File: src/pwo_pkg.sv
// Shared definitions for the pointwise polynomial unit
//   widths, modulus, word layout
//   operation mode encoding
//   lane types and the modular add used by several stages

`default_nettype none

package pwo_pkg;

    // ====================
    // Widths and modulus
    // ====================
    localparam int COEFF_W    = 23;
    localparam int SLOT_W     = 24;
    localparam int LANES      = 4;
    localparam int WORD_W     = LANES * SLOT_W;
    localparam int ADDR_W     = 15;
    localparam int POLY_WORDS = 64;
    localparam int IDX_W      = 6;

    localparam logic [COEFF_W-1:0] PWO_Q = 23'd8380417;

    // ====================
    // Types
    // ====================
    typedef logic [COEFF_W-1:0] coeff_t;
    typedef logic [LANES-1:0][COEFF_W-1:0] lanes_t;
    typedef logic [ADDR_W-1:0] addr_t;

    typedef enum logic [1:0] {
        PWO_MUL = 2'd0,
        PWO_ADD = 2'd1,
        PWO_SUB = 2'd2
    } pwo_mode_e;

    // (x + y) mod q for x, y already below q
    function automatic coeff_t mod_add(coeff_t x, coeff_t y);
        logic [COEFF_W:0] s;
        s = {1'b0, x} + {1'b0, y};
        if (s >= {1'b0, PWO_Q}) begin
            s = s - {1'b0, PWO_Q};
        end
        return s[COEFF_W-1:0];
    endfunction

endpackage

`default_nettype wire

File: src/pwo_lane_if.sv
// Operand bundle from the sequencer to the arithmetic lanes
//   one word of a, b and old c per valid cycle, plus its write address

`timescale 1ns/10ps
`default_nettype none

interface pwo_lane_if;
    import pwo_pkg::*;

    logic   valid;
    lanes_t a;
    lanes_t b;
    // Old destination word, zero unless accumulating
    lanes_t c;
    addr_t  wr_addr;

    modport src (
        output valid,
        output a,
        output b,
        output c,
        output wr_addr
    );

    modport mul_dst (
        input valid,
        input a,
        input b,
        input c,
        input wr_addr
    );

    // Adders need no accumulate term and no address
    modport add_dst (
        input valid,
        input a,
        input b
    );

endinterface

`default_nettype wire

File: src/pwo_seq.sv
// Sequencer for one pointwise run
//   start/busy/done control and word counter
//   read address generation for a, b and c
//   operand capture and unpacking onto the lane interface

`timescale 1ns/10ps
`default_nettype none

module pwo_seq (
    input  logic                        clk,
    input  logic                        reset_n,
    input  logic                        start_i,
    input  pwo_pkg::pwo_mode_e          mode_i,
    input  logic                        accumulate_i,
    input  pwo_pkg::addr_t              a_base_i,
    input  pwo_pkg::addr_t              b_base_i,
    input  pwo_pkg::addr_t              c_base_i,
    output logic                        rd_en_o,
    output pwo_pkg::addr_t              a_rd_addr_o,
    output pwo_pkg::addr_t              b_rd_addr_o,
    output logic                        c_rd_en_o,
    output pwo_pkg::addr_t              c_rd_addr_o,
    input  logic [pwo_pkg::WORD_W-1:0]  a_rd_data_i,
    input  logic [pwo_pkg::WORD_W-1:0]  b_rd_data_i,
    input  logic [pwo_pkg::WORD_W-1:0]  c_rd_data_i,
    input  logic                        wr_done_i,
    output logic                        busy_o,
    output logic                        done_o,
    output pwo_pkg::pwo_mode_e          mode_o,
    pwo_lane_if.src                     lane
);
    import pwo_pkg::*;

    logic             busy_q;
    logic             done_q;
    logic             rd_en_q;
    logic [IDX_W-1:0] idx_q;
    pwo_mode_e        mode_q;
    logic             acc_q;
    logic             acc_mul;
    // Request stage delayed by the memory latency
    logic             req_vld_q;
    addr_t            wr_addr_q;

    // Slot layout: coefficient in the low 23 bits of each 24-bit slot
    function automatic lanes_t unpack_word(logic [WORD_W-1:0] w);
        lanes_t r;
        for (int i = 0; i < LANES; i++) begin
            r[i] = w[i*SLOT_W +: COEFF_W];
        end
        return r;
    endfunction

    // ====================
    // Run control
    // ====================
    always_ff @(posedge clk or negedge reset_n) begin
        if (!reset_n) begin
            busy_q  <= 1'b0;
            done_q  <= 1'b0;
            rd_en_q <= 1'b0;
            idx_q   <= '0;
            mode_q  <= PWO_MUL;
            acc_q   <= 1'b0;
        end else begin
            done_q <= wr_done_i;
            if (start_i && !busy_q) begin
                busy_q  <= 1'b1;
                rd_en_q <= 1'b1;
                idx_q   <= '0;
                mode_q  <= mode_i;
                acc_q   <= accumulate_i;
            end else begin
                if (rd_en_q) begin
                    idx_q <= idx_q + IDX_W'(1);
                    if (idx_q == IDX_W'(POLY_WORDS - 1)) begin
                        rd_en_q <= 1'b0;
                    end
                end
                // Last write leaves the combine stage
                if (wr_done_i) begin
                    busy_q <= 1'b0;
                end
            end
        end
    end

    // Accumulate only applies to multiply
    assign acc_mul = acc_q && (mode_q == PWO_MUL);

    assign rd_en_o     = rd_en_q;
    assign c_rd_en_o   = rd_en_q && acc_mul;
    assign a_rd_addr_o = a_base_i + addr_t'(idx_q);
    assign b_rd_addr_o = b_base_i + addr_t'(idx_q);
    assign c_rd_addr_o = c_base_i + addr_t'(idx_q);
    assign busy_o      = busy_q;
    assign done_o      = done_q;
    assign mode_o      = mode_q;

    // ====================
    // Operand capture
    // ====================
    always_ff @(posedge clk or negedge reset_n) begin
        if (!reset_n) begin
            req_vld_q  <= 1'b0;
            lane.valid <= 1'b0;
        end else begin
            req_vld_q  <= rd_en_q;
            lane.valid <= req_vld_q;
        end
    end

    always_ff @(posedge clk) begin
        wr_addr_q    <= c_rd_addr_o;
        lane.wr_addr <= wr_addr_q;
        lane.a       <= unpack_word(a_rd_data_i);
        lane.b       <= unpack_word(b_rd_data_i);
        lane.c       <= acc_mul ? unpack_word(c_rd_data_i) : '0;
    end

endmodule

`default_nettype wire

File: src/flat_wrapper.sv
// flat-port wrapper written by rule: the top's interface ports become plain ports
module pwo_seq_flat import pwo_pkg::*;
  (clk, reset_n, start_i, mode_i, accumulate_i, a_base_i, b_base_i, c_base_i, rd_en_o, a_rd_addr_o, b_rd_addr_o, c_rd_en_o, c_rd_addr_o, a_rd_data_i, b_rd_data_i, c_rd_data_i, wr_done_i, busy_o, done_o, mode_o, lane_valid, lane_a, lane_b, lane_c, lane_wr_addr);
  pwo_lane_if lane_i ();
  input  logic clk;
  input  logic reset_n;
  input  logic start_i;
  input  pwo_pkg::pwo_mode_e mode_i;
  input  logic accumulate_i;
  input  pwo_pkg::addr_t a_base_i;
  input  pwo_pkg::addr_t b_base_i;
  input  pwo_pkg::addr_t c_base_i;
  output logic rd_en_o;
  output pwo_pkg::addr_t a_rd_addr_o;
  output pwo_pkg::addr_t b_rd_addr_o;
  output logic c_rd_en_o;
  output pwo_pkg::addr_t c_rd_addr_o;
  input  logic [pwo_pkg::WORD_W-1:0] a_rd_data_i;
  input  logic [pwo_pkg::WORD_W-1:0] b_rd_data_i;
  input  logic [pwo_pkg::WORD_W-1:0] c_rd_data_i;
  input  logic wr_done_i;
  output logic busy_o;
  output logic done_o;
  output pwo_pkg::pwo_mode_e mode_o;
  output wire logic [$bits(lane_i.valid)-1:0] lane_valid;
  output wire logic [$bits(lane_i.a)-1:0] lane_a;
  output wire logic [$bits(lane_i.b)-1:0] lane_b;
  output wire logic [$bits(lane_i.c)-1:0] lane_c;
  output wire logic [$bits(lane_i.wr_addr)-1:0] lane_wr_addr;
  assign lane_valid = lane_i.valid;
  assign lane_a = lane_i.a;
  assign lane_b = lane_i.b;
  assign lane_c = lane_i.c;
  assign lane_wr_addr = lane_i.wr_addr;
  pwo_seq u_core (.clk(clk), .reset_n(reset_n), .start_i(start_i), .mode_i(mode_i), .accumulate_i(accumulate_i), .a_base_i(a_base_i), .b_base_i(b_base_i), .c_base_i(c_base_i), .rd_en_o(rd_en_o), .a_rd_addr_o(a_rd_addr_o), .b_rd_addr_o(b_rd_addr_o), .c_rd_en_o(c_rd_en_o), .c_rd_addr_o(c_rd_addr_o), .a_rd_data_i(a_rd_data_i), .b_rd_data_i(b_rd_data_i), .c_rd_data_i(c_rd_data_i), .wr_done_i(wr_done_i), .busy_o(busy_o), .done_o(done_o), .mode_o(mode_o), .lane(lane_i));
endmodule
File: config.mk
export PLATFORM = sky130hd
export DESIGN_NAME = pwo_seq_flat
export DESIGN_NICKNAME = d
export VERILOG_FILES = /design/src/pwo_pkg.sv /design/src/pwo_lane_if.sv /design/src/pwo_seq.sv /design/src/flat_wrapper.sv
export SDC_FILE = /design/constraint.sdc
export NUM_CORES = 1
export LEC_CHECK = 0
export BUFFER_PORTS_ARGS = -buffer_cell sky130_fd_sc_hd__buf_4
export CORE_AREA = 2 2 266 268
export CTS_CLUSTER_DIAMETER = 80
export CTS_CLUSTER_SIZE = 14
export DETAILED_ROUTE_END_ITERATION = 16
export DIE_AREA = 0 0 268 270
export GPL_ROUTABILITY_DRIVEN = 0
export HOLD_SLACK_MARGIN = 0.02
export PLACE_DENSITY_LB_ADDON = 0.05
export SYNTH_ARGS = -nofsm -noshare
export SYNTH_HDL_FRONTEND = slang
export SYNTH_SLANG_ARGS = --single-unit
File: constraint.sdc
create_clock -name clk -period 5.8 [get_ports clk]
set_input_delay 0.87 -clock clk [delete_from_list [all_inputs] [get_ports clk]]
set_output_delay 0.87 -clock clk [all_outputs]
set_load 0.005 [all_outputs]
==> out/summary.txt <==
RUN STATUS
----------------------------------------------------------------------------------
Status                                                                finished clean

RUN
----------------------------------------------------------------------------------
Max-cap violation count                                                          0

FINISH
----------------------------------------------------------------------------------
Multi-input gate area                                                    2020 um^2
Share of final-layout standard cells stronger than drive strength 1          0.546
Design area                                                             15800 um^2
Area growth syn-to-layout                                                    84.0%
Fin cells                                                                     2282
Flip-flop and latch area                                                 6480 um^2
Final layout net count                                                        1682
Count of filler cells inserted in the layout                                  7623
Final Util                                                                   0.227

CTS
----------------------------------------------------------------------------------
Clock-pin slew on the worst setup and hold paths                           0.06 ns
Number of sinks driven by the clock tree                                       320
Maximum buffer depth of the clock tree                                           3
Skew-Pair Late Insertion Delay                                             0.56 ns
CTS Buf Count                                                                   34
Count of hold buffers inserted by post-cts repair                                0
Number of cells upsized or downsized after cts                                   0
Clock tree from TritonCTS                                                     done
Setup Fix Bufs, Post-CTS                                                         0
Clock tree root buffer cell                                           sky130_fd_sc_hd__clkbuf_16
H-tree depth reported by CTS                                                     2

ROUTE
----------------------------------------------------------------------------------
Overall routed net length                                                 46200 um
Total vias in the final route                                                 7245
Remaining antenna violation count                                                0
Starting DRT DRC Count                                                         164
Drt first pass iters                                                             4
Vias per cell                                                                 3.17
Residual DRC count                                                               0
Post-DR wirelength/cell                                                    20.2 um

GLOBAL ROUTING
----------------------------------------------------------------------------------
Pin count of the biggest net entering global routing                            93
Antenna violations before repair                                                22
Overall track demand over capacity in global routing                         0.121
Remaining global-route overflow                                                  0
First-pass GRT wire length                                                59400 um
Number of global-route vias before repair                                     6947

TIMING
----------------------------------------------------------------------------------
Max Slew Vio Count                                                               0
Total Negative Setup Slacks                                                   0 ns
Final count of negative-setup-slack endpoints                                    0
Transition at the pin with the smallest max-transition slack              0.930 ns
RSZ-0062 raised after global routing                                         false
Minimum clock period                                                       3.81 ns
Max-Slew Margin vs Limit                                                     0.379
Worst clock skew                                                         0.0246 ns
Period utilisation layout                                                    0.657
Maximum frequency from static timing analysis                              263 MHz
Hold Vio Cnt, Final                                                              0

LOGIC SYNTHESIS
----------------------------------------------------------------------------------
Library cell with the largest summed area after synthesis             sky130_fd_sc_hd__dfxtp_1
Sequential-to-total area share from yosys stat                               0.756
Most instantiated flip-flop cell in the synthesis netlist             sky130_fd_sc_hd__dfxtp_1
Most used standard cells in the synthesized netlist                   sky130_fd_sc_hd__dfxtp_1, sky130_fd_sc_hd__and2_1, sky130_fd_sc_hd__xnor2_1, sky130_fd_sc_hd__ha_1, sky130_fd_sc_hd__nor2_1
Cell count after synthesis                                                     626
Async set-or-reset flop fraction in the synthesized netlist                 0.0438
Number of flops mapped to enable cells by yosys                                  0
Total number of yosys warnings                                                   0
Total standard cell area after synthesis                                 8570 um^2
Synthesized Nets                                                               988
Synthesized area per cell                                                13.7 um^2
Dominant cells by area after synthesis                                sky130_fd_sc_hd__dfxtp_1, sky130_fd_sc_hd__and2_1, sky130_fd_sc_hd__dfrtp_1
Area share of the largest cell type after synthesis                          0.715
Top-count cell post-synth                                             sky130_fd_sc_hd__dfxtp_1
Flops & latches, synth                                                         320
Distinct cell type count after synthesis                                        36

CRITICAL PATH
----------------------------------------------------------------------------------
CP Max Fanout                                                                    6
Critical path startpoint category                                        flip-flop
Category of the most critical setup path                              flip-flop to output pin
Max stage delay on crit path                                               0.50 ns
Startpoint of the worst register-to-register path                     u_core.idx_q[0]
Endpoint arrival time on the critical path                                 2.94 ns
Reg2Reg Depth                                                                    6
Data required time of the worst path                                       4.93 ns
Worst reg2reg setup slack                                                  3.44 ns
Crit path cell chain                                                  ha_1 -> fa_1 -> a211oi_1 -> o21bai_1 -> a211o_1 -> o311ai_0 -> buf_4
Worst reg2reg path endpoint                                           u_core.wr_addr_q[8]
Slowest cell on the critical path                                     sky130_fd_sc_hd__dfrtp_1
Critical path endpoint category                                         output pin

FLOORPLAN
----------------------------------------------------------------------------------
Count of standard-cell rows                                                     97
Number of ports placed on the die boundary                                     683
Floorplan die area                                                      72400 um^2
Initial standard-cell utilization of the core                                0.123
Die Width                                                                   268 um
Core area                                                               69500 um^2
DIE HEIGHT                                                                  270 um

PLACED DESIGN
----------------------------------------------------------------------------------
DPL Wire Length                                                           38600 um
DP Cell Count                                                                 2224
Placed Area                                                             14700 um^2
Port Buffers                                                                   670

POWER AND IR DROP
----------------------------------------------------------------------------------
Static power due to leakage                                             0.00736 uW
Peak supply drop                                                          0.150 mV
Power per Cell Area                                                    364 nW/um^2

HOLD PATH
----------------------------------------------------------------------------------
Classification of the worst-slack hold path                           input port to async pin

## worst max-delay path by stage
| stage | startpoint | end | slack [ns] | depth (start not counted) |
|---|---|---|---|---|
| floorplan | c_base_i[0] | c_rd_addr_o[8] | 2.61 | 6 |
| global placement | c_base_i[0] | c_rd_addr_o[8] | 2.06 | 8 |
| detailed placement | c_base_i[0] | c_rd_addr_o[8] | 2.09 | 8 |
| CTS | u_core.idx_q[0] | c_rd_addr_o[8] | 1.91 | 7 |
| global route | u_core.idx_q[0] | c_rd_addr_o[8] | 1.79 | 7 |
| finish | u_core.idx_q[0] | c_rd_addr_o[8] | 1.99 | 7 |
## metrics by stage
stage               power, uW  worst slack, ns  hold slack [ns]
floorplan                2910             2.61            0.310
global placement         3740             2.06            0.312
detailed placement       3720             2.09            0.312
CTS                      5910             1.91            0.139
global route             6080             1.79            0.151
finish                   5740             1.99            0.179
## layout by cell type, fill, tap and decap left out, drive strengths merged, types with 4 or more instances in the layout
master	netlist	final
dfrtp	14	14
nand2	10	10
xnor2	32	32
a211oi	7	7
ha	19	19
and2	93	93
nand4	12	12
clkbuf	9	37
o21ai	12	12
nand3	9	9
nor3	7	7
xor2	6	6
buf	4	671
nor3b	5	5
clkinv	0	5
dfxtp	306	306
nor2	18	18
o21bai	6	6
o311ai	6	6
a21oi	17	17
inv	5	14
a211o	4	4
diode	0	5
a21o	7	7
## report_power, final
part	internal, uW	switching [uW]	total (uW)	leakage (uW)
Clock	1120	991	2110	0.000501
Combinational	628	501	1130	0.00414
Sequential	2410	93.2	2500	0.00272
Total	4150	1580	5740	0.00736
## layout make-up
| cell class | instances | area share |
|---|---|---|
| Inverter | 5 | 0.00119 |
| Timing Repair Buffer | 671 | 0.319 |
| Antenna cell | 5 | 0.000794 |
| Clock inverter | 16 | 0.00881 |
| Multi-Input combinational cell | 288 | 0.128 |
| Tap cell | 940 | 0.0746 |
| Sequential cell | 320 | 0.411 |
| Clock buffer | 37 | 0.0559 |
## sequential cells by signal, summed over array words and instances (netlist names)
register / cells
u_core.acc_q: 1
u_core.busy_o: 1
u_core.done_o: 1
u_core.idx_q: 6
u_core.lane.a: 92
u_core.lane.b: 92
u_core.lane.c: 92
u_core.lane.valid: 1
u_core.lane.wr_addr: 15
u_core.mode_o: 2
u_core.rd_en_o: 1
u_core.req_vld_q: 1
u_core.wr_addr_q: 15
## cells by family (layout without fill, tap and decap cells)
logic type                 count (synthesis)  count (layout)  synth area share
buffers and inverters                     18             729           0.00876
AOI/OAI and AO/OA                         60              60            0.0464
other                                      0               5                 0
DFF                                      320             320             0.756
muxes                                      4               4           0.00511
adders and majority gates                 22              22            0.0347
and+or+nand+nor                          164             164             0.111
xor gates and xnor gates                  38              38            0.0388
## worst max-delay path, delay by kind of cell, from the launching register on
family | cells | cell delay [ns]
AO/OA/AOI/OAI | 4 | 0.99
adder cells (fa/ha/maj) | 2 | 0.71
flip-flops | 1 | 0.50
buffers and inverters | 1 | 0.19
## metal layers
| layer | global-route usage | up-vias | wire length (um) |
|---|---|---|---|
| li1 | - | 3458 | - |
| met1 | 0.104 | 3316 | 14200 |
| met2 | 0.230 | 339 | 24600 |
| met3 | 0.0697 | 98 | 5800 |
| met4 | 0.0400 | 34 | 1380 |
| met5 | 0 | - | 198 |
Power figures use the tool's default switching activity.
