<file path="config.mk">
export PLATFORM = sky130hd
export DESIGN_NAME = pwo_add_lanes_flat
export DESIGN_NICKNAME = d
export VERILOG_FILES = /design/src/pwo_pkg.sv /design/src/pwo_lane_if.sv /design/src/pwo_add_lanes.sv /design/src/flat_wrapper.sv
export SDC_FILE = /design/constraint.sdc
export NUM_CORES = 1
export LEC_CHECK = 0
export BUFFER_PORTS_ARGS = -buffer_cell sky130_fd_sc_hd__buf_4
export CORE_MARGIN = 3
export CORE_UTILIZATION = 29
export DETAILED_ROUTE_END_ITERATION = 10
export PLACE_DENSITY_LB_ADDON = 0.25
export SLEW_MARGIN = 20
export SYNTH_ARGS = -nofsm -noshare
export SYNTH_HDL_FRONTEND = slang
export SYNTH_SLANG_ARGS = --single-unit
</file>
<file path="constraint.sdc">
create_clock -name clk -period 2.6 [get_ports clk]
set_clock_uncertainty 0.1 [all_clocks]
set_input_delay 0.26 -clock clk [delete_from_list [all_inputs] [get_ports clk]]
set_output_delay 0.26 -clock clk [all_outputs]
set_load 0.05 [all_outputs]
</file>
<file path="src/pwo_pkg.sv">
// Shared definitions for the pointwise polynomial unit
//   widths, modulus, word layout
//   operation mode encoding
//   lane types and the modular add used by several stages

`default_nettype none

package pwo_pkg;

    // ====================
    // Widths and modulus
    // ====================
    localparam int COEFF_W    = 23;
    localparam int SLOT_W     = 24;
    localparam int LANES      = 4;
    localparam int WORD_W     = LANES * SLOT_W;
    localparam int ADDR_W     = 15;
    localparam int POLY_WORDS = 64;
    localparam int IDX_W      = 6;

    localparam logic [COEFF_W-1:0] PWO_Q = 23'd8380417;

    // ====================
    // Types
    // ====================
    typedef logic [COEFF_W-1:0] coeff_t;
    typedef logic [LANES-1:0][COEFF_W-1:0] lanes_t;
    typedef logic [ADDR_W-1:0] addr_t;

    typedef enum logic [1:0] {
        PWO_MUL = 2'd0,
        PWO_ADD = 2'd1,
        PWO_SUB = 2'd2
    } pwo_mode_e;

    // (x + y) mod q for x, y already below q
    function automatic coeff_t mod_add(coeff_t x, coeff_t y);
        logic [COEFF_W:0] s;
        s = {1'b0, x} + {1'b0, y};
        if (s >= {1'b0, PWO_Q}) begin
            s = s - {1'b0, PWO_Q};
        end
        return s[COEFF_W-1:0];
    endfunction

endpackage

`default_nettype wire

</file>
<file path="src/pwo_lane_if.sv">
// Operand bundle from the sequencer to the arithmetic lanes
//   one word of a, b and old c per valid cycle, plus its write address

`timescale 1ns/10ps
`default_nettype none

interface pwo_lane_if;
    import pwo_pkg::*;

    logic   valid;
    lanes_t a;
    lanes_t b;
    // Old destination word, zero unless accumulating
    lanes_t c;
    addr_t  wr_addr;

    modport src (
        output valid,
        output a,
        output b,
        output c,
        output wr_addr
    );

    modport mul_dst (
        input valid,
        input a,
        input b,
        input c,
        input wr_addr
    );

    // Adders need no accumulate term and no address
    modport add_dst (
        input valid,
        input a,
        input b
    );

endinterface

`default_nettype wire

</file>
<file path="src/pwo_add_lanes.sv">
// Four modular adder/subtractor lanes
//   a + b or a - b mod q with a single correction step
//   same one-cycle latency as the multiplier lanes

`timescale 1ns/10ps
`default_nettype none

module pwo_add_lanes (
    input  logic               clk,
    input  logic               reset_n,
    pwo_lane_if.add_dst        lane,
    input  pwo_pkg::pwo_mode_e mode_i,
    output pwo_pkg::lanes_t    sum_o
);
    import pwo_pkg::*;

    lanes_t sum_d;

    // Borrow out of the 24-bit difference means add q back
    function automatic coeff_t mod_sub(coeff_t x, coeff_t y);
        logic [COEFF_W:0] d;
        d = {1'b0, x} - {1'b0, y};
        if (d[COEFF_W]) begin
            d = d + {1'b0, PWO_Q};
        end
        return d[COEFF_W-1:0];
    endfunction

    always_comb begin
        for (int i = 0; i < LANES; i++) begin
            if (mode_i == PWO_SUB) begin
                sum_d[i] = mod_sub(lane.a[i], lane.b[i]);
            end else begin
                sum_d[i] = mod_add(lane.a[i], lane.b[i]);
            end
        end
    end

    // Result only moves when a word is presented
    always_ff @(posedge clk or negedge reset_n) begin
        if (!reset_n) begin
            sum_o <= '0;
        end else if (lane.valid) begin
            sum_o <= sum_d;
        end
    end

endmodule

`default_nettype wire

</file>
<file path="src/flat_wrapper.sv">
// flat-port wrapper written by rule: the top's interface ports become plain ports
module pwo_add_lanes_flat import pwo_pkg::*;
  (clk, reset_n, mode_i, sum_o, lane_valid, lane_a, lane_b);
  pwo_lane_if lane_i ();
  input  logic clk;
  input  logic reset_n;
  input  pwo_pkg::pwo_mode_e mode_i;
  output pwo_pkg::lanes_t sum_o;
  input wire logic [$bits(lane_i.valid)-1:0] lane_valid;
  input wire logic [$bits(lane_i.a)-1:0] lane_a;
  input wire logic [$bits(lane_i.b)-1:0] lane_b;
  assign lane_i.valid = lane_valid;
  assign lane_i.a = lane_a;
  assign lane_i.b = lane_b;
  pwo_add_lanes u_core (.clk(clk), .reset_n(reset_n), .lane(lane_i), .mode_i(mode_i), .sum_o(sum_o));
endmodule
</file>
==> run_results.csv, run 1 <==
group,metric,value,unit
outcome,status,"finished with violations",
outcome,violations,"setup timing",
worst_setup_path,path_common_cell,"buf_4",
clock_network,cts_tree,"yes",
global_routing,grt-ovfl-total,0,
worst_setup_path,r2r_cells,2,
finish,largest_reg_flops,92,
clock_network,h-tree-depth,3,
timing,setup-tns-final,-63.59,ns
floorplanning,dieArea,71460,um2
timing,timing.hold.ws,0.2751,ns
worst_setup_path,critPathLaunch,"lane_a[23]",
synth,synth_top_area_share,12.38,%
worst_setup_path,cp_data_required_time,2.74,ns
run,cap_violations,0,
timing,slew_headroom,60.45,%
clock_network,cts_sinks,92,
detailed_routing,antenna_left,0,
worst_setup_path,worstPathArrival,3.73,ns
synth,synth_top_cell_by_area,"ha_1",
finish,fin_nets,4509,
timing,fmax,0.2783,GHz
synth,netlist-cell-type-count,88,
finish,drive_gt1_share,48.26,%
worst_setup_path,reg2reg_to,"u_core.sum_o[49]",
global_routing,grt_pass1_wl,138200,um
worst_setup_path,start_kind,"input port",
placed_design,pre_cts_slack,-1.462,ns
worst_setup_path,worstSetupEndpointType,"flip-flop",
floorplanning,die_x,267.3,um
finish,diodes,0,
hold_path,hold_class,"in2reg",
timing,min_period,3.593,ns
power_and_ir_drop,vdd_drop_max,337.1,uV
placed_design,gp_congestion,0.9111,
finish,layout.cells.non_filler,4994,
floorplanning,core,67400,um2
global_routing,grt_pass1_vias,25882,
finish,layout_common_cells,"1356 x buf_4, 218 x nor2_1, 192 x nand2_1",
global_routing,grt_usage,24.01,%
floorplanning,start_util,29.38,%
finish,area_growth,79.98,%
worst_setup_path,reg2reg_from,"u_core.sum_o[49]",
finish,top_regs,"u_core.sum_o: 92 flops",
finish,regMostFlops,"u_core.sum_o",
worst_setup_path,cp_max_fo,3,
floorplanning,die_h,267.3,um
worst_setup_path,path_class,"in2reg",
clock_network,cts_root_buffer,"clkbuf_16",
placed_design,hpwlAfterDp,72500,um
timing,hold_viol,0,
floorplanning,rows,95,
worst_setup_path,crit_end,"u_core.sum_o[33]",
detailed_routing,wl,90460,um
synth,postSynthAreaPerCell,7.098,um2
global_routing,antenna_found_initial,1,
synth,syn_nets,3183,
worst_setup_path,cp_slowest_stage_delay,0.58,ns
synth,yosysWarnings,0,
timing,drv_slew,0,
placed_design,io_buffers,280,
power_and_ir_drop,p_leak,16.36,nW
synth,syn-cell-area,19800,um2
power_and_ir_drop,powerDensity,429.5,nW/um2
worst_setup_path,r2r_setup_slack,1.33,ns
detailed_routing,dr.pass1.iters,5,
synth,synthTopCellsByArea,"ha_1 12%, dfrtp_1 12%, xnor2_1 7.7%",
clock_network,clk_latency,0.34,ns
synth,synth_flop_cell,"dfrtp_1",
clock_network,cts_made_buffers,9,
synth,synth-edff-count,0,
detailed_routing,vias_per_cell,5.255,
timing,worstMarginPinSlew,0.5893,ns
worst_setup_path,slowest_stage,"or4_4",
timing,fin_ws,-0.9934,ns
synth,ys_ff_latch,92,
detailed_routing,dr_total_vias,26243,
global_routing,grt_start_max_net_pins,61,
synth,synth_async_sr_flop_share,100.0,%
timing,rsz0062_at_grt,"yes",
timing,fin_crit_sh,138.2,%
placed_design,dpl.cell_count,4864,
worst_setup_path,crit_chain,"buf_12 > ha_4 > inv_2 > fa_2 > or2_4 > buf_4 > a2111oi_4 > a211oi_2 > nor3_2 > nand4_1 > or4_4 > o21ai_4 > buf_6 > nor4b_4 > buf_4 > o211ai_1 > xnor2_1 > a221o_1",
timing,setup-violations-final,92,
detailed_routing,wl_per_cell,18.11,um
synth,syn_inst,2790,
clock_network,clk_path_buf_depth,2,
detailed_routing,drt_iter0_drc,1590,
synth,ys_seq_area_share,11.62,%
clock_network,path_clk_slew,0.08,ns
floorplanning,io_pins,281,
detailed_routing,drc_errors,0,
finish,layout_commonest_cell,"buf_4",
routing by layer:
| layer | vias to the layer above | GRT usage (%) | part of all wire [%] |
|---|---|---|---|
| li1 | 12961 | - | - |
| met1 | 12472 | 31.84 | 45 |
| met2 | 692 | 41.30 | 47 |
| met3 | 116 | 3.261 | 5.6 |
| met4 | 2 | 5.439 | 2.4 |
| met5 | - | 0 | 0.0077 |
worst max-delay path, delay by kind of cell:
family | cells | cell delay [ns]
simple gates | 5 | 1.30
xor+xnor | 1 | 0.09
buf+inv | 5 | 0.54
fa+ha+maj | 2 | 0.48
compound gates | 5 | 1.05
cell type report:
type / count / area, um2
clock buffer: 9 / 225.2
inverter: 206 / 847.1
sequential: 92 / 2302
clock inverter: 7 / 48.80
multi-input combinational: 2356 / 19710
tap: 873 / 1092
timing repair buffer: 1451 / 11420
fill: 6485 / 31750
cells in the mapped netlist, drive strengths merged (45+ instances only):
| library cell | n |
|---|---|
| xnor2 | 174 |
| inv | 203 |
| o21ai | 142 |
| nand2 | 214 |
| nor3 | 99 |
| a211oi | 49 |
| o211ai | 47 |
| a21oi | 197 |
| nor2b | 45 |
| nor2 | 238 |
| ha | 196 |
| nand3 | 96 |
| dfrtp | 92 |
| clkbuf | 110 |
| xor2 | 47 |
how the worst min path moves through the flow:
stage	slack, ns	cells past startpoint	startpoint	to
2_1_floorplan	-0.14	0	reset_n	u_core.sum_o[0]
3_3_place_gp	0.16	1	reset_n	u_core.sum_o[56]
3_5_place_dp	0.16	1	reset_n	u_core.sum_o[56]
4_1_cts	0.24	3	lane_valid	u_core.sum_o[57]
5_1_grt	0.26	2	lane_valid	u_core.sum_o[46]
6_report	0.28	3	lane_valid	u_core.sum_o[57]
metrics by stage:
step           power (mW)  utilization (%)  instance area (um2)
3_5_place_dp        12.52            47.07                31720
6_report            15.31            52.89                35640
4_1_cts             14.76            50.97                34350
2_1_floorplan       7.633                -                21220
5_1_grt             16.24            52.89                35640
3_3_place_gp        12.47            47.07                31720
kinds of logic after synthesis:
| logic type | Yosys count | synth area share (%) |
|---|---|---|
| buffers and inverters | 342 | 6.596 |
| muxes | 30 | 1.573 |
| xor gates and xnor gates | 221 | 9.774 |
| and+or+nand+nor | 1031 | 26.74 |
| DFF | 92 | 11.62 |
| adders and majority gates | 204 | 13.19 |
| AOI/OAI and AO/OA | 870 | 30.50 |
power by group:
| part | total (mW) | switching, mW | internal (mW) |
|---|---|---|---|
| Combinational | 11.8 | 6.27 | 5.56 |
| Sequential | 2.15 | 0.396 | 1.76 |
| Clock | 1.33 | 0.672 | 0.657 |
repair_timing:
action	4_1_cts	5_1_grt
endpoints found under the hold margin	32	0
endpoints found under the setup margin	92	92
buffers inserted	93	44
pin swaps	238	186
cloned	3	0
resized for setup	336	222
hold buffers	1	0
Power figures use the tool's default switching activity.
==> run 2, diff against run 1 <==
--- a/config.mk
+++ b/config.mk
@@ -10,6 +10,7 @@
 export CORE_UTILIZATION = 29
 export DETAILED_ROUTE_END_ITERATION = 10
 export PLACE_DENSITY_LB_ADDON = 0.25
+export REMOVE_ABC_BUFFERS = 1
 export SLEW_MARGIN = 20
 export SYNTH_ARGS = -nofsm -noshare
 export SYNTH_HDL_FRONTEND = slang
==> run 2 against run 1 <==
  * The run still ends with setup timing left
  * Non-clock buffer count increased by 16
  * Sequential power down 3%
  * Worst setup slack worse by 0.12 ns
  * Die area is the same
  * Combinational power about the same
  * Sequential cell count did not move
  * Core utilization fell by 0.56 points
  * Critical path type unchanged
==> run_results.csv, run 2 (synthesized netlist as in run 1, its figures left out) <==
group,metric,value,unit
timing,rsz0062_at_grt,"yes",
finish,largest_reg_flops,92,
clock_network,h-tree-depth,3,
floorplanning,dieArea,71460,um2
placed_design,placed_area,30560,um2
hold_path,hold_class,"in2reg",
clock_network,cts_root_buffer,"clkbuf_16",
worst_setup_path,cp_max_fo,3,
outcome,violations,"setup timing",
worst_setup_path,worstSetupEndpointType,"flip-flop",
finish,layout_commonest_cell,"buf_4",
global_routing,grt_pass1_vias,25574,
clock_network,cts_made_buffers,9,
detailed_routing,dr.pass1.iters,6,
timing,setup-tns-final,-65.45,ns
global_routing,grt_pass1_wl,136400,um
worst_setup_path,worstPathArrival,3.87,ns
hold_path,whs_path_depth,2,
placed_design,gp_congestion,0.9103,
timing,min_period,3.713,ns
outcome,status,"finished with violations",
global_routing,grt_usage,23.54,%
finish,layout_common_cells,"1365 x buf_4, 213 x nor2_1, 195 x nand2_1",
finish,n_fill_cell,6437,
floorplanning,rows,95,
global_routing,antenna_found_initial,1,
clock_network,cts_sinks,92,
placed_design,io_buffers,280,
clock_network,clk_path_buf_depth,2,
finish,seqCellArea,2302,um2
finish,fin_nets,4525,
timing,worstMarginPinSlew,0.7807,ns
detailed_routing,drc_errors,0,
power_and_ir_drop,vdd_drop_max,331.7,uV
clock_network,path_clk_slew,0.08,ns
floorplanning,io_pins,281,
detailed_routing,dr_total_vias,26272,
timing,fin_crit_sh,142.8,%
floorplanning,die_h,267.3,um
timing,setup-violations-final,92,
worst_setup_path,reg2reg_to,"u_core.sum_o[7]",
timing,hold_viol,0,
finish,top_regs,"u_core.sum_o: 92 flops",
hold_path,hold_start,"lane_valid",
worst_setup_path,r2r_setup_slack,1.37,ns
finish,multiInputGateArea,19310,um2
placed_design,hpwlAfterDp,70820,um
timing,slew_headroom,47.30,%
finish,design_area,35260,um2
worst_setup_path,start_kind,"input port",
worst_setup_path,path_class,"in2reg",
placed_design,pre_cts_slack,-1.780,ns
worst_setup_path,reg2reg_from,"u_core.sum_o[7]",
detailed_routing,wl,88610,um
run,cap_violations,0,
floorplanning,start_util,29.38,%
detailed_routing,antenna_left,0,
placed_design,dpl.cell_count,4876,
timing,fmax,0.2693,GHz
finish,area_growth,78.06,%
detailed_routing,wl_per_cell,17.69,um
finish,regMostFlops,"u_core.sum_o",
detailed_routing,vias_per_cell,5.244,
power_and_ir_drop,powerDensity,428.2,nW/um2
floorplanning,core,67400,um2
global_routing,grt_start_max_net_pins,48,
hold_path,holdPathEnd,"u_core.sum_o[13]",
finish,layout.cells.non_filler,5010,
finish,drive_gt1_share,47.41,%
global_routing,grt-ovfl-total,0,
timing,fin_ws,-1.113,ns
worst_setup_path,cp_data_required_time,2.76,ns
timing,drv_slew,0,
worst_setup_path,r2r_cells,2,
detailed_routing,drt_iter0_drc,1477,
clock_network,clk_latency,0.37,ns
power_and_ir_drop,p_leak,16.24,nW
floorplanning,die_x,267.3,um
clock_network,cts_tree,"yes",
-- run 2: metal layers --
| layer | track usage, % | part of all wire, % |
|---|---|---|
| met1 | 31.01 | 45 |
| met2 | 40.71 | 48 |
| met3 | 3.087 | 5.1 |
| met4 | 5.602 | 2.3 |
| met5 | 0 | 0 |
-- run 2: how the worst max path moves through the flow --
stage,from,to,slack [ns]
after floorplan,lane_b[80],u_core.sum_o[84],-2.20
after global placement,lane_b[23],u_core.sum_o[27],-1.72
after detailed placement,lane_b[23],u_core.sum_o[38],-1.78
after CTS,lane_a[23],u_core.sum_o[38],-0.99
after global routing,lane_a[23],u_core.sum_o[38],-1.20
final,lane_a[23],u_core.sum_o[38],-1.11
-- run 2: what timing repair did --
action,4_1_cts,5_1_grt
buffers inserted,74,61
hold buffers,1,0
pin swaps,213,194
endpoints found under the setup margin,92,92
hold endpoints to repair,21,0
cloned,3,0
gates resized for setup,463,271
-- run 2: layout make-up --
| class | count | area share [%] |
|---|---|---|
| Timing Repair Buffer | 1467 | 32.52 |
| Antenna cell | 1 | 0.007096 |
| Multi-Input combinational cell | 2356 | 54.77 |
| Tap cell | 873 | 3.098 |
| Clock inverter | 5 | 0.1739 |
| Clock buffer | 10 | 0.6493 |
| Sequential cell | 92 | 6.529 |
| Inverter | 206 | 2.250 |
-- run 2: critical path, stage by stage --
cell,delay (ns)
buf_8,0.08
ha_4,0.14
inv_4,0.04
fa_2,0.38
or2_4,0.25
buf_6,0.12
a211oi_4,0.24
o2111a_1,0.28
o21a_1,0.14
nor3_2,0.06
or2_4,0.26
or3_4,0.38
or4b_4,0.51
buf_6,0.15
a211oi_2,0.23
mux2i_1,0.11
a311oi_1,0.25
-- run 2: power breakdown --
group          total [mW]  leakage, nW  switching (mW)  internal (mW)
logic                11.6         15.0            6.14           5.43
clock network        1.44        0.143           0.689          0.749
registers            2.09         1.10           0.337           1.76
total                15.1         16.2            7.17           7.93
-- run 2: through the flow --
step	utilization, %	hold WS [ns]	power (mW)
floorplan	-	-0.1356	7.125
global placement	45.35	0.1008	11.99
detailed placement	45.35	0.1033	12.03
CTS	49.65	0.1713	14.38
global route	52.32	0.1834	16.05
finish	52.32	0.1846	15.10
