File: config.mk
export PLATFORM = sky130hd
export DESIGN_NAME = pwo_combine
export DESIGN_NICKNAME = d
export VERILOG_FILES = /design/src/pwo_pkg.sv /design/src/pwo_combine.sv
export SDC_FILE = /design/constraint.sdc
export NUM_CORES = 1
export LEC_CHECK = 0
export BUFFER_PORTS_ARGS = -buffer_cell sky130_fd_sc_hd__buf_2
export CORE_ASPECT_RATIO = 1.2
export CORE_MARGIN = 2
export CORE_UTILIZATION = 48
export CTS_BUF_LIST = sky130_fd_sc_hd__clkbuf_8
export DETAILED_ROUTE_END_ITERATION = 7
export GPL_ROUTABILITY_DRIVEN = 0
export PLACE_DENSITY = 0.78
export RECOVER_POWER = 50
export SLEW_MARGIN = 0
export SYNTH_ARGS = -nofsm -noshare
export SYNTH_HDL_FRONTEND = slang
export SYNTH_SLANG_ARGS = --single-unit
File: constraint.sdc
create_clock -name clk -period 1.1 [get_ports clk]
set_input_delay 0 -clock clk [delete_from_list [all_inputs] [get_ports clk]]
set_output_delay 0 -clock clk [all_outputs]
set_load 0.01 [all_outputs]
File: src/pwo_pkg.sv
// Shared definitions for the pointwise polynomial unit
//   widths, modulus, word layout
//   operation mode encoding
//   lane types and the modular add used by several stages

`default_nettype none

package pwo_pkg;

    // ====================
    // Widths and modulus
    // ====================
    localparam int COEFF_W    = 23;
    localparam int SLOT_W     = 24;
    localparam int LANES      = 4;
    localparam int WORD_W     = LANES * SLOT_W;
    localparam int ADDR_W     = 15;
    localparam int POLY_WORDS = 64;
    localparam int IDX_W      = 6;

    localparam logic [COEFF_W-1:0] PWO_Q = 23'd8380417;

    // ====================
    // Types
    // ====================
    typedef logic [COEFF_W-1:0] coeff_t;
    typedef logic [LANES-1:0][COEFF_W-1:0] lanes_t;
    typedef logic [ADDR_W-1:0] addr_t;

    typedef enum logic [1:0] {
        PWO_MUL = 2'd0,
        PWO_ADD = 2'd1,
        PWO_SUB = 2'd2
    } pwo_mode_e;

    // (x + y) mod q for x, y already below q
    function automatic coeff_t mod_add(coeff_t x, coeff_t y);
        logic [COEFF_W:0] s;
        s = {1'b0, x} + {1'b0, y};
        if (s >= {1'b0, PWO_Q}) begin
            s = s - {1'b0, PWO_Q};
        end
        return s[COEFF_W-1:0];
    endfunction

endpackage

`default_nettype wire

File: src/pwo_combine.sv
// Result select and write stage for memory c
//   multiply result plus old c, or the adder result
//   slot packing and registered write port
//   word count that flags the last write of a run

`timescale 1ns/10ps
`default_nettype none

module pwo_combine (
    input  logic                        clk,
    input  logic                        reset_n,
    input  pwo_pkg::pwo_mode_e          mode_i,
    input  logic                        valid_i,
    input  pwo_pkg::lanes_t             prod_i,
    input  pwo_pkg::lanes_t             sum_i,
    input  pwo_pkg::lanes_t             c_i,
    input  pwo_pkg::addr_t              wr_addr_i,
    output logic                        c_wr_en_o,
    output pwo_pkg::addr_t              c_wr_addr_o,
    output logic [pwo_pkg::WORD_W-1:0]  c_wr_data_o,
    output logic                        wr_done_o
);
    import pwo_pkg::*;

    lanes_t            res;
    logic [WORD_W-1:0] word_d;
    logic [IDX_W-1:0]  cnt_q;
    logic              last;

    // ====================
    // Lane select
    // ====================
    always_comb begin
        for (int i = 0; i < LANES; i++) begin
            if (mode_i == PWO_MUL) begin
                // c is zero here when not accumulating
                res[i] = mod_add(prod_i[i], c_i[i]);
            end else begin
                res[i] = sum_i[i];
            end
        end
    end

    // Top bit of every slot written as zero
    always_comb begin
        for (int i = 0; i < LANES; i++) begin
            word_d[i*SLOT_W +: SLOT_W] = {1'b0, res[i]};
        end
    end

    assign last = valid_i && (cnt_q == IDX_W'(POLY_WORDS - 1));

    // ====================
    // Write stage
    // ====================
    always_ff @(posedge clk or negedge reset_n) begin
        if (!reset_n) begin
            c_wr_en_o <= 1'b0;
            wr_done_o <= 1'b0;
            cnt_q     <= '0;
        end else begin
            c_wr_en_o <= valid_i;
            wr_done_o <= last;
            // Wraps to zero after the last word of a run
            if (valid_i) begin
                cnt_q <= cnt_q + IDX_W'(1);
            end
        end
    end

    always_ff @(posedge clk) begin
        c_wr_addr_o <= wr_addr_i;
        c_wr_data_o <= word_d;
    end

endmodule

`default_nettype wire

==> flow_metrics.tcl, run 1 <==
set metrics [dict create \
    cts_inserted_buffers 17 \
    root_buffer "clkbuf_8" \
    rows 62 \
    status "aborted with a tool error" \
    async_flop_share_pct 6.957 \
    die_h_um 175.8 \
    track_usage_pct 60.13 \
    die_x_um 147.2 \
    initial_utilization_pct 49.09 \
    clock_sinks 115 \
    post-place-cells 2690 \
    ys_warn_count 0 \
    htree_levels 4 \
    syn-cell-area_um2 11810 \
    post_synth.cell_area_avg_um2 7.621 \
    grt_first_pass_wirelength_um 120800 \
    synth_ff_type "dfxtp_1" \
    synth_edf_count 0 \
    firstError "[ERROR GRT-0116] Global routing finished with congestion. Check the congestion regions in the DRC Viewer." \
    yosysSeqAreaShare_pct 19.84 \
    first_global_vias 21930 \
    dpl.hpwl_um 40020 \
    clk_path_buf_depth 2 \
    ios 409 \
    synth_cell_type_count 97 \
    grt_max_degree 35 \
    overflow 10 \
    portBuffers 404 \
    synth_seq_cells 115 \
    lastStage "5_1_grt" \
    netlist_instances 1549 \
]
[stage by stage]
step / setup slack (ns) / area [µm²] / TNS (ns) / util [%]
4_1_cts: -1.799 / 21250 / -144.09 / 88.35
2_1_floorplan: -2.159 / 12440 / -164.95 / -
3_5_place_dp: -2.495 / 18230 / -200.56 / 75.82
3_3_place_gp: -2.393 / 18230 / -193.11 / 75.82
[timing repair]
item	CTS
pin swaps	145
hold buffers	110
gates resized for setup	195
setup endpoints to repair	92
gates cloned	3
hold endpoints to repair	122
buffers inserted	74
[routing by layer]
| metal | GRT usage (%) | overflow |
|---|---|---|
| met5 | 3.846 | 0 |
| met4 | 62.46 | 5 |
| met3 | 41.35 | 0 |
| met2 | 86.80 | 5 |
| met1 | 53.53 | 0 |
[cell families after synthesis]
group	Yosys count	synth area share [%]
AND/OR/NAND/NOR	566	24.94
AO/OA/AOI/OAI	529	30.68
flip-flops	115	19.84
buffers and inverters	113	3.964
adder cells (fa/ha/maj)	105	11.38
XOR/XNOR	102	7.568
multiplexers	18	1.590
other	1	0.03177
[synthesized netlist by cell type (7+ instances only)]
master / count / area, µm²
a211oi_1: 23 / 172.7
a21boi_0: 9 / 67.56
a21o_1: 50 / 375.4
a21oi_1: 102 / 510.5
a31oi_1: 28 / 175.2
and2_1: 19 / 118.9
and3_1: 22 / 137.6
and4_1: 11 / 96.34
buf_2: 19 / 95.09
clkbuf_1: 51 / 191.4
dfrtp_1: 8 / 200.2
dfxtp_1: 107 / 2142
ha_1: 101 / 1264
inv_1: 37 / 138.9
mux2i_1: 12 / 120.1
nand2_1: 160 / 600.6
nand2b_1: 9 / 56.30
nand3_1: 57 / 285.3
nand3b_1: 10 / 75.07
nand4_1: 28 / 175.2
nor2_1: 99 / 371.6
nor2b_1: 8 / 50.05
nor3_1: 44 / 220.2
nor3b_1: 7 / 52.55
nor4_1: 11 / 68.82
o2111ai_1: 13 / 113.9
o211ai_1: 27 / 202.7
o21a_1: 18 / 135.1
o21ai_0: 108 / 540.5
o21ai_1: 17 / 85.08
o21bai_1: 15 / 112.6
o31ai_1: 14 / 105.1
or2_2: 10 / 62.56
or3_1: 23 / 143.9
or4_1: 17 / 127.6
xnor2_1: 66 / 578.1
xor2_1: 36 / 315.3
==> run 2: changes to the inputs <==
Settings changed: CORE_ASPECT_RATIO 1.2 to unset, CORE_UTILIZATION 48 to 40, CTS_BUF_LIST sky130_fd_sc_hd__clkbuf_8 to unset, PLACE_DENSITY 0.78 to unset, PLACE_DENSITY_LB_ADDON set to 0.15.
Clock period 1.1 ns to 1.4 ns, I/O delays scaled along.
==> run 2 against run 1 <==
The flow now finishes, with violations (setup timing). Synthesized area unchanged. Synthesized cell count unchanged.
==> flow_metrics.tcl, run 2 <==
set metrics [dict create \
    status "finished, violations left" \
    violations "setup timing" \
    first_global_vias 16280 \
    worst-r2r-setup-slack_ns 0.29 \
    largest_reg_flops 92 \
    rows 62 \
    dp_slack_ns -2.121 \
    grt_max_degree 41 \
    power.total_w 0.01867 \
    via_per_inst 5.597 \
    post-route-period-util_pct 216.0 \
    grt_first_pass_wirelength_um 80460 \
    post-route-util_pct 75.49 \
    p_leak_nw 10.07 \
    final_common_cell "buf_4" \
    ys_warn_count 0 \
    dpl.hpwl_um 38780 \
    yosysSeqAreaShare_pct 19.84 \
    portBuffers 404 \
    via_count 16660 \
    clk_latency_ns 0.45 \
    cts_inserted_buffers 17 \
    clkSlewWorstSetupHoldPaths_ns 0.06 \
    clk_path_buf_depth 2 \
    yosys.area_share.simple_pct 24.94 \
    synthMostInstantiatedCell "nand2_1" \
    post_synth.cell_area_avg_um2 7.621 \
    synth_top_family_by_area "compound AO/OA/AOI/OAI gates" \
    post-place-cells 2762 \
    post_drt_wl_per_cell_um 18.17 \
    cap_viol_max_count 0 \
    synthMuxAreaShare_pct 1.590 \
    rsz0062_at_grt "yes" \
    ios 409 \
    fin_cells 2977 \
    yosys.area.top_type "dfxtp_1" \
    drive_gt1_share_pct 46.62 \
    hp-class "primary input to flip-flop" \
    final_hold_viol_count 0 \
    die_h_um 175.8 \
    syn-cell-area_um2 11810 \
    syn_to_final_growth_pct 84.55 \
    antenna_found_initial 2 \
    wirelength_um 54100 \
    overflow 0 \
    nNetsFinal 2979 \
    synthAdderAreaFrac_pct 11.38 \
    synthXorXnorAreaFrac_pct 7.568 \
    most-common-layout-cells "buf_4 (524), buf_2 (349), nand2_1 (155), dlygate4sd3_1 (111), dfxtp_1 (107)" \
    powerDensity_nw_per_um2 856.8 \
    core_um2 28860 \
    clock_sinks 115 \
    synth-compound-area-share_pct 30.68 \
    root_buffer "clkbuf_16" \
    drtIter0Drc 1203 \
    synth_cell_type_count 97 \
    initial_utilization_pct 40.91 \
    antenna_left 0 \
    synth_commonest_cells "nand2_1 (160), o21ai_0 (108), dfxtp_1 (107)" \
    track_usage_pct 32.13 \
    setup_viol 92 \
    die_x_um 175.8 \
    skew_ns 0.003583 \
    fin_ws_ns -1.624 \
    yosys-top-cells-area "dfxtp_1 (18%), ha_1 (11%), nand2_1 (5.1%), xnor2_1 (4.9%), o21ai_0 (4.6%)" \
    critPathCaptureType "flip-flop" \
    htree_levels 4 \
    synth_seq_cells 115 \
    cp.arrival_ns 3.33 \
    synth_ff_type "dfxtp_1" \
    synth_top_area_share_pct 18.15 \
    path_class "primary input to flip-flop" \
    netlist_instances 1549 \
    cts_tree "done" \
    top_regs "c_wr_data_o: 92 flops, c_wr_addr_o: 15 flops, cnt_q: 6 flops" \
    min_period_ns 3.024 \
    drc 0 \
    start_kind "primary input" \
    place_area_um2 18360 \
    tightestPinTransition_ns 0.5474 \
    dieArea_um2 30900 \
    required_ns 1.71 \
    slew_violations 0 \
    crit_fanout 5 \
    async_flop_share_pct 6.957 \
    first_pass_iters 6 \
    max_slew_margin_pct 63.12 \
    synth_edf_count 0 \
    fin_area_um2 21790 \
    timing.fmax_mhz 330.6 \
    irDropWorstVdd_uv 789.2 \
    regMostFlops "c_wr_data_o" \
]
-- run 2: cell counts after synthesis --
No cell type changed its count.
-- run 2: power by group --
group	total [W]	internal, W	switching, W
registers	0.00398	0.00371	0.000265
logic	0.0105	0.00529	0.00523
clock network	0.00417	0.00227	0.00190
total	0.0187	0.0113	0.00739
-- run 2: area by class of cell --
type,instances,area (µm²)
multi-input cells,1324,10670
repair buffers,1083,7614
fillers,2057,7072
flip-flops and latches,115,2342
well taps,384,480.5
clock buffers,18,429.2
inverters,37,138.9
clock inverters,14,105.1
diodes,2,5.005
-- run 2: final timing paths --
check / startpoint / end / cells past startpoint
worst max-delay path: c_i[23] / c_wr_data_o[39]$_DFF_P_ / 14
worst min-delay path: mode_i[1] / c_wr_data_o[64]$_DFF_P_ / 5
worst max register to register: cnt_q[0]$_DFFE_PN0P_ / cnt_q[1]$_DFFE_PN0P_ / 2
worst min register to register: cnt_q[5]$_DFFE_PN0P_ / cnt_q[5]$_DFFE_PN0P_ / 1
max in group asynchronous: reset_n / cnt_q[5]$_DFFE_PN0P_ / 3
min in group asynchronous: reset_n / c_wr_en_o$_DFF_PN0_ / 3
-- run 2: repair_timing --
action                                 4_1_cts  5_1_grt
setup endpoints to repair                   92       92
pin swaps                                   94       77
buffers inserted                            41       39
hold buffers                               110        1
resized for setup                          136      112
endpoints found under the hold margin      121        1
-- run 2: critical path, stage by stage --
cell and delay, ns:
buf_8 0.10, ha_4 0.16, fa_2 0.36, a21o_1 0.22, a211o_4 0.38, a221oi_4 0.34
o41ai_2 0.13, a21oi_1 0.20, xor2_1 0.10, buf_4 0.15, or4_4 0.59, buf_4 0.18
o311ai_4 0.26, a41oi_2 0.16
-- run 2: cells by family (layout without fill, tap and decap cells) --
family                   after synthesis  count (layout)
multiplexers                          18              18
XOR/XNOR                             102             102
adder cells (fa/ha/maj)              105             105
AO/OA/AOI/OAI                        529             529
buffers and inverters                113            1152
other                                  1               6
flip-flops                           115             115
AND/OR/NAND/NOR                      566             566
-- run 2: routing by layer --
layer	GRT usage, %	part of all wire [%]
met2	59.38	50
met1	35.67	38
met5	0	0
met3	5.736	6.9
met4	14.67	4.5
-- run 2: stage by stage --
stage | hold slack [ns] | TNS (ns)
2_1_floorplan | -0.2956 | -137.35
5_1_grt | 0.02324 | -136.19
3_3_place_gp | -0.1481 | -166.36
4_1_cts | 0.004238 | -118.31
6_report | 0.006668 | -126.15
3_5_place_dp | -0.1498 | -172.49
(Power assumes the default switching activity.)
==> run 3: changes to the inputs <==
Settings changed: RECOVER_POWER 50 to 25.
==> run 3 against run 2 <==
The run still ends with setup timing left. Sequential share of layout area hardly changed. Power hardly changed. Non-clock buffer count stayed put. Critical path depth stayed put. Largest cell class unchanged. Largest power group unchanged. Highest routed layer unchanged.
==> flow_metrics.tcl, run 3 (synthesis gave the netlist of run 2 again) <==
set metrics [dict create \
    status "finished, violations left" \
    violations "setup timing" \
    via_count 16650 \
    rsz0062_at_grt "yes" \
    initial_utilization_pct 40.91 \
    p_leak_nw 10.16 \
    syn_to_final_growth_pct 84.88 \
    antenna_left 0 \
    timing.fmax_mhz 332.3 \
    intPower_w 0.01130 \
    place_area_um2 18360 \
    nNetsFinal 2979 \
    hold-path-cell-count 5 \
    dpl.hpwl_um 38780 \
    p_seq_share_pct 21.3 \
    cp_top_family "compound AO/OA/AOI/OAI gates" \
    track_usage_pct 32.13 \
    skew_ns 0.002742 \
    hp-class "primary input to flip-flop" \
    grt_max_degree 41 \
    cp_slowest_cell "or4_4" \
    first_pass_iters 6 \
    crit_fanout 5 \
    fin_cells 2977 \
    hold_slack_ns 0.009390 \
    r2r-end "cnt_q[1]$_DFFE_PN0P_" \
    required_ns 1.71 \
    p_sw_share_pct 39.45 \
    cts_inserted_buffers 17 \
    crit_path_frequent_cell "buf_4" \
    whs_endpoint "c_wr_data_o[64]$_DFF_P_" \
    switchingPower_w 0.007364 \
    largest_reg_flops 92 \
    via_per_inst 5.592 \
    wirelength_um 54020 \
    tightestPinTransition_ns 0.5603 \
    pwr-share-comb_pct 56.5 \
    worstPathCellList "buf_6, ha_4, fa_2, a21o_1, a211o_4, a221oi_4, o41ai_2, a21oi_1, xor2_1, buf_4, or4_4, buf_4, o311ai_4, a41oi_2" \
    start_kind "primary input" \
    final_common_cell "buf_4" \
    min_period_ns 3.010 \
    cts_tree "done" \
    hold_start "mode_i[1]" \
    post-place-cells 2762 \
    post_drt_wl_per_cell_um 18.14 \
    most-common-layout-cells "buf_4 (524), buf_2 (380), nand2_1 (155), dlygate4sd3_1 (111), dfxtp_1 (107)" \
    drc 0 \
    worst-r2r-setup-slack_ns 0.29 \
    cp.arrival_ns 3.32 \
    core_um2 28860 \
    setup_tns_ns -126.52 \
    regMostFlops "c_wr_data_o" \
    cap_viol_max_count 0 \
    max_stage_delay_ns 0.59 \
    first_global_vias 16280 \
    top_regs "c_wr_data_o: 92 flops, c_wr_addr_o: 15 flops, cnt_q: 6 flops" \
    portBuffers 404 \
    p_clk_share_pct 22.3 \
    fin_ws_ns -1.610 \
    clock_sinks 115 \
    dieArea_um2 30900 \
    irDropWorstVdd_uv 780.7 \
    ios 409 \
    post-route-period-util_pct 215.0 \
    path_class "primary input to flip-flop" \
    final_hold_viol_count 0 \
    drive_gt1_share_pct 47.82 \
    powerDensity_nw_per_um2 855.3 \
    worst-path-buf-inv 3 \
    reg2reg_depth 2 \
    clk_path_buf_depth 2 \
    worstReg2RegStart "cnt_q[0]$_DFFE_PN0P_" \
    htree_levels 4 \
    critPathCaptureType "flip-flop" \
    max_slew_margin_pct 62.25 \
    drtIter0Drc 1199 \
    clk_latency_ns 0.44 \
    die_h_um 175.8 \
    rows 62 \
    setup_viol 92 \
    antenna_found_initial 2 \
    dp_slack_ns -2.121 \
    overflow 0 \
    root_buffer "clkbuf_16" \
    fin_area_um2 21820 \
    die_x_um 175.8 \
    clkSlewWorstSetupHoldPaths_ns 0.06 \
    slew_violations 0 \
    grt_first_pass_wirelength_um 80460 \
]
-- run 3: changes by cell type in the layout (fill, tap and decap cells not counted), sizes merged --
cell / previous run / this run
clkbuf: 65 / 34
buf: 925 / 956
-- run 3: metrics by stage --
stage | util, % | total power (W)
finish | 75.63 | 0.01867
global route | 75.61 | 0.01954
floorplan | - | 0.008477
detailed placement | 63.63 | 0.01277
global placement | 63.63 | 0.01258
CTS | 72.67 | 0.01773
-- run 3: worst max path at each step --
stage,startpoint,to,slack [ns],depth (start not counted)
floorplan,prod_i[23],c_wr_data_o[43]$_DFF_P_,-1.86,12
global placement,prod_i[23],c_wr_data_o[33]$_DFF_P_,-1.99,14
detailed placement,prod_i[23],c_wr_data_o[28]$_DFF_P_,-2.12,14
CTS,prod_i[23],c_wr_data_o[43]$_DFF_P_,-1.52,14
global route,c_i[23],c_wr_data_o[44]$_DFF_P_,-1.67,14
finish,prod_i[23],c_wr_data_o[39]$_DFF_P_,-1.61,14
-- run 3: area by class of cell --
cell class	count	area, µm²
clock buffers	18	429.2
repair buffers	1083	7652
well taps	384	480.5
diodes	2	5.005
clock inverters	14	105.1
flip-flops and latches	115	2342
inverters	37	138.9
fillers	2038	7033
multi-input cells	1324	10670
-- run 3: power by group through the flow --
| stage | combinational [W] | clock, W | sequential (W) |
|---|---|---|---|
| after floorplan | 0.00437 | 0 | 0.00411 |
| after global placement | 0.00859 | 0 | 0.00399 |
| after detailed placement | 0.00877 | 0 | 0.00399 |
| after CTS | 0.00966 | 0.00415 | 0.00393 |
| after global routing | 0.0112 | 0.00430 | 0.00399 |
| final | 0.0105 | 0.00416 | 0.00397 |
-- run 3: what timing repair did --
action | CTS | global route
cloned | 0 | 0
buffers inserted | 41 | 39
resized for setup | 136 | 112
pin swaps | 94 | 77
hold buffers | 110 | 1
endpoints found under the setup margin | 92 | 92
hold endpoints to repair | 121 | 1
-- run 3: routing by layer --
| layer | wire length, µm | vias up | global-route usage [%] | share of wire (%) |
|---|---|---|---|---|
| li1 | - | 7929 | - | - |
| met1 | 20630 | 7816 | 35.67 | 38 |
| met2 | 27340 | 716 | 59.38 | 51 |
| met3 | 3630 | 186 | 5.736 | 6.7 |
| met4 | 2413 | 0 | 14.67 | 4.5 |
| met5 | 0 | - | 0 | 0 |
-- run 3: worst min-delay path, stage by stage --
cell and delay, ns:
buf_2 0.11, nor2_4 0.06, nand2_1 0.06, or4_4 0.11, nand3_2 0.06
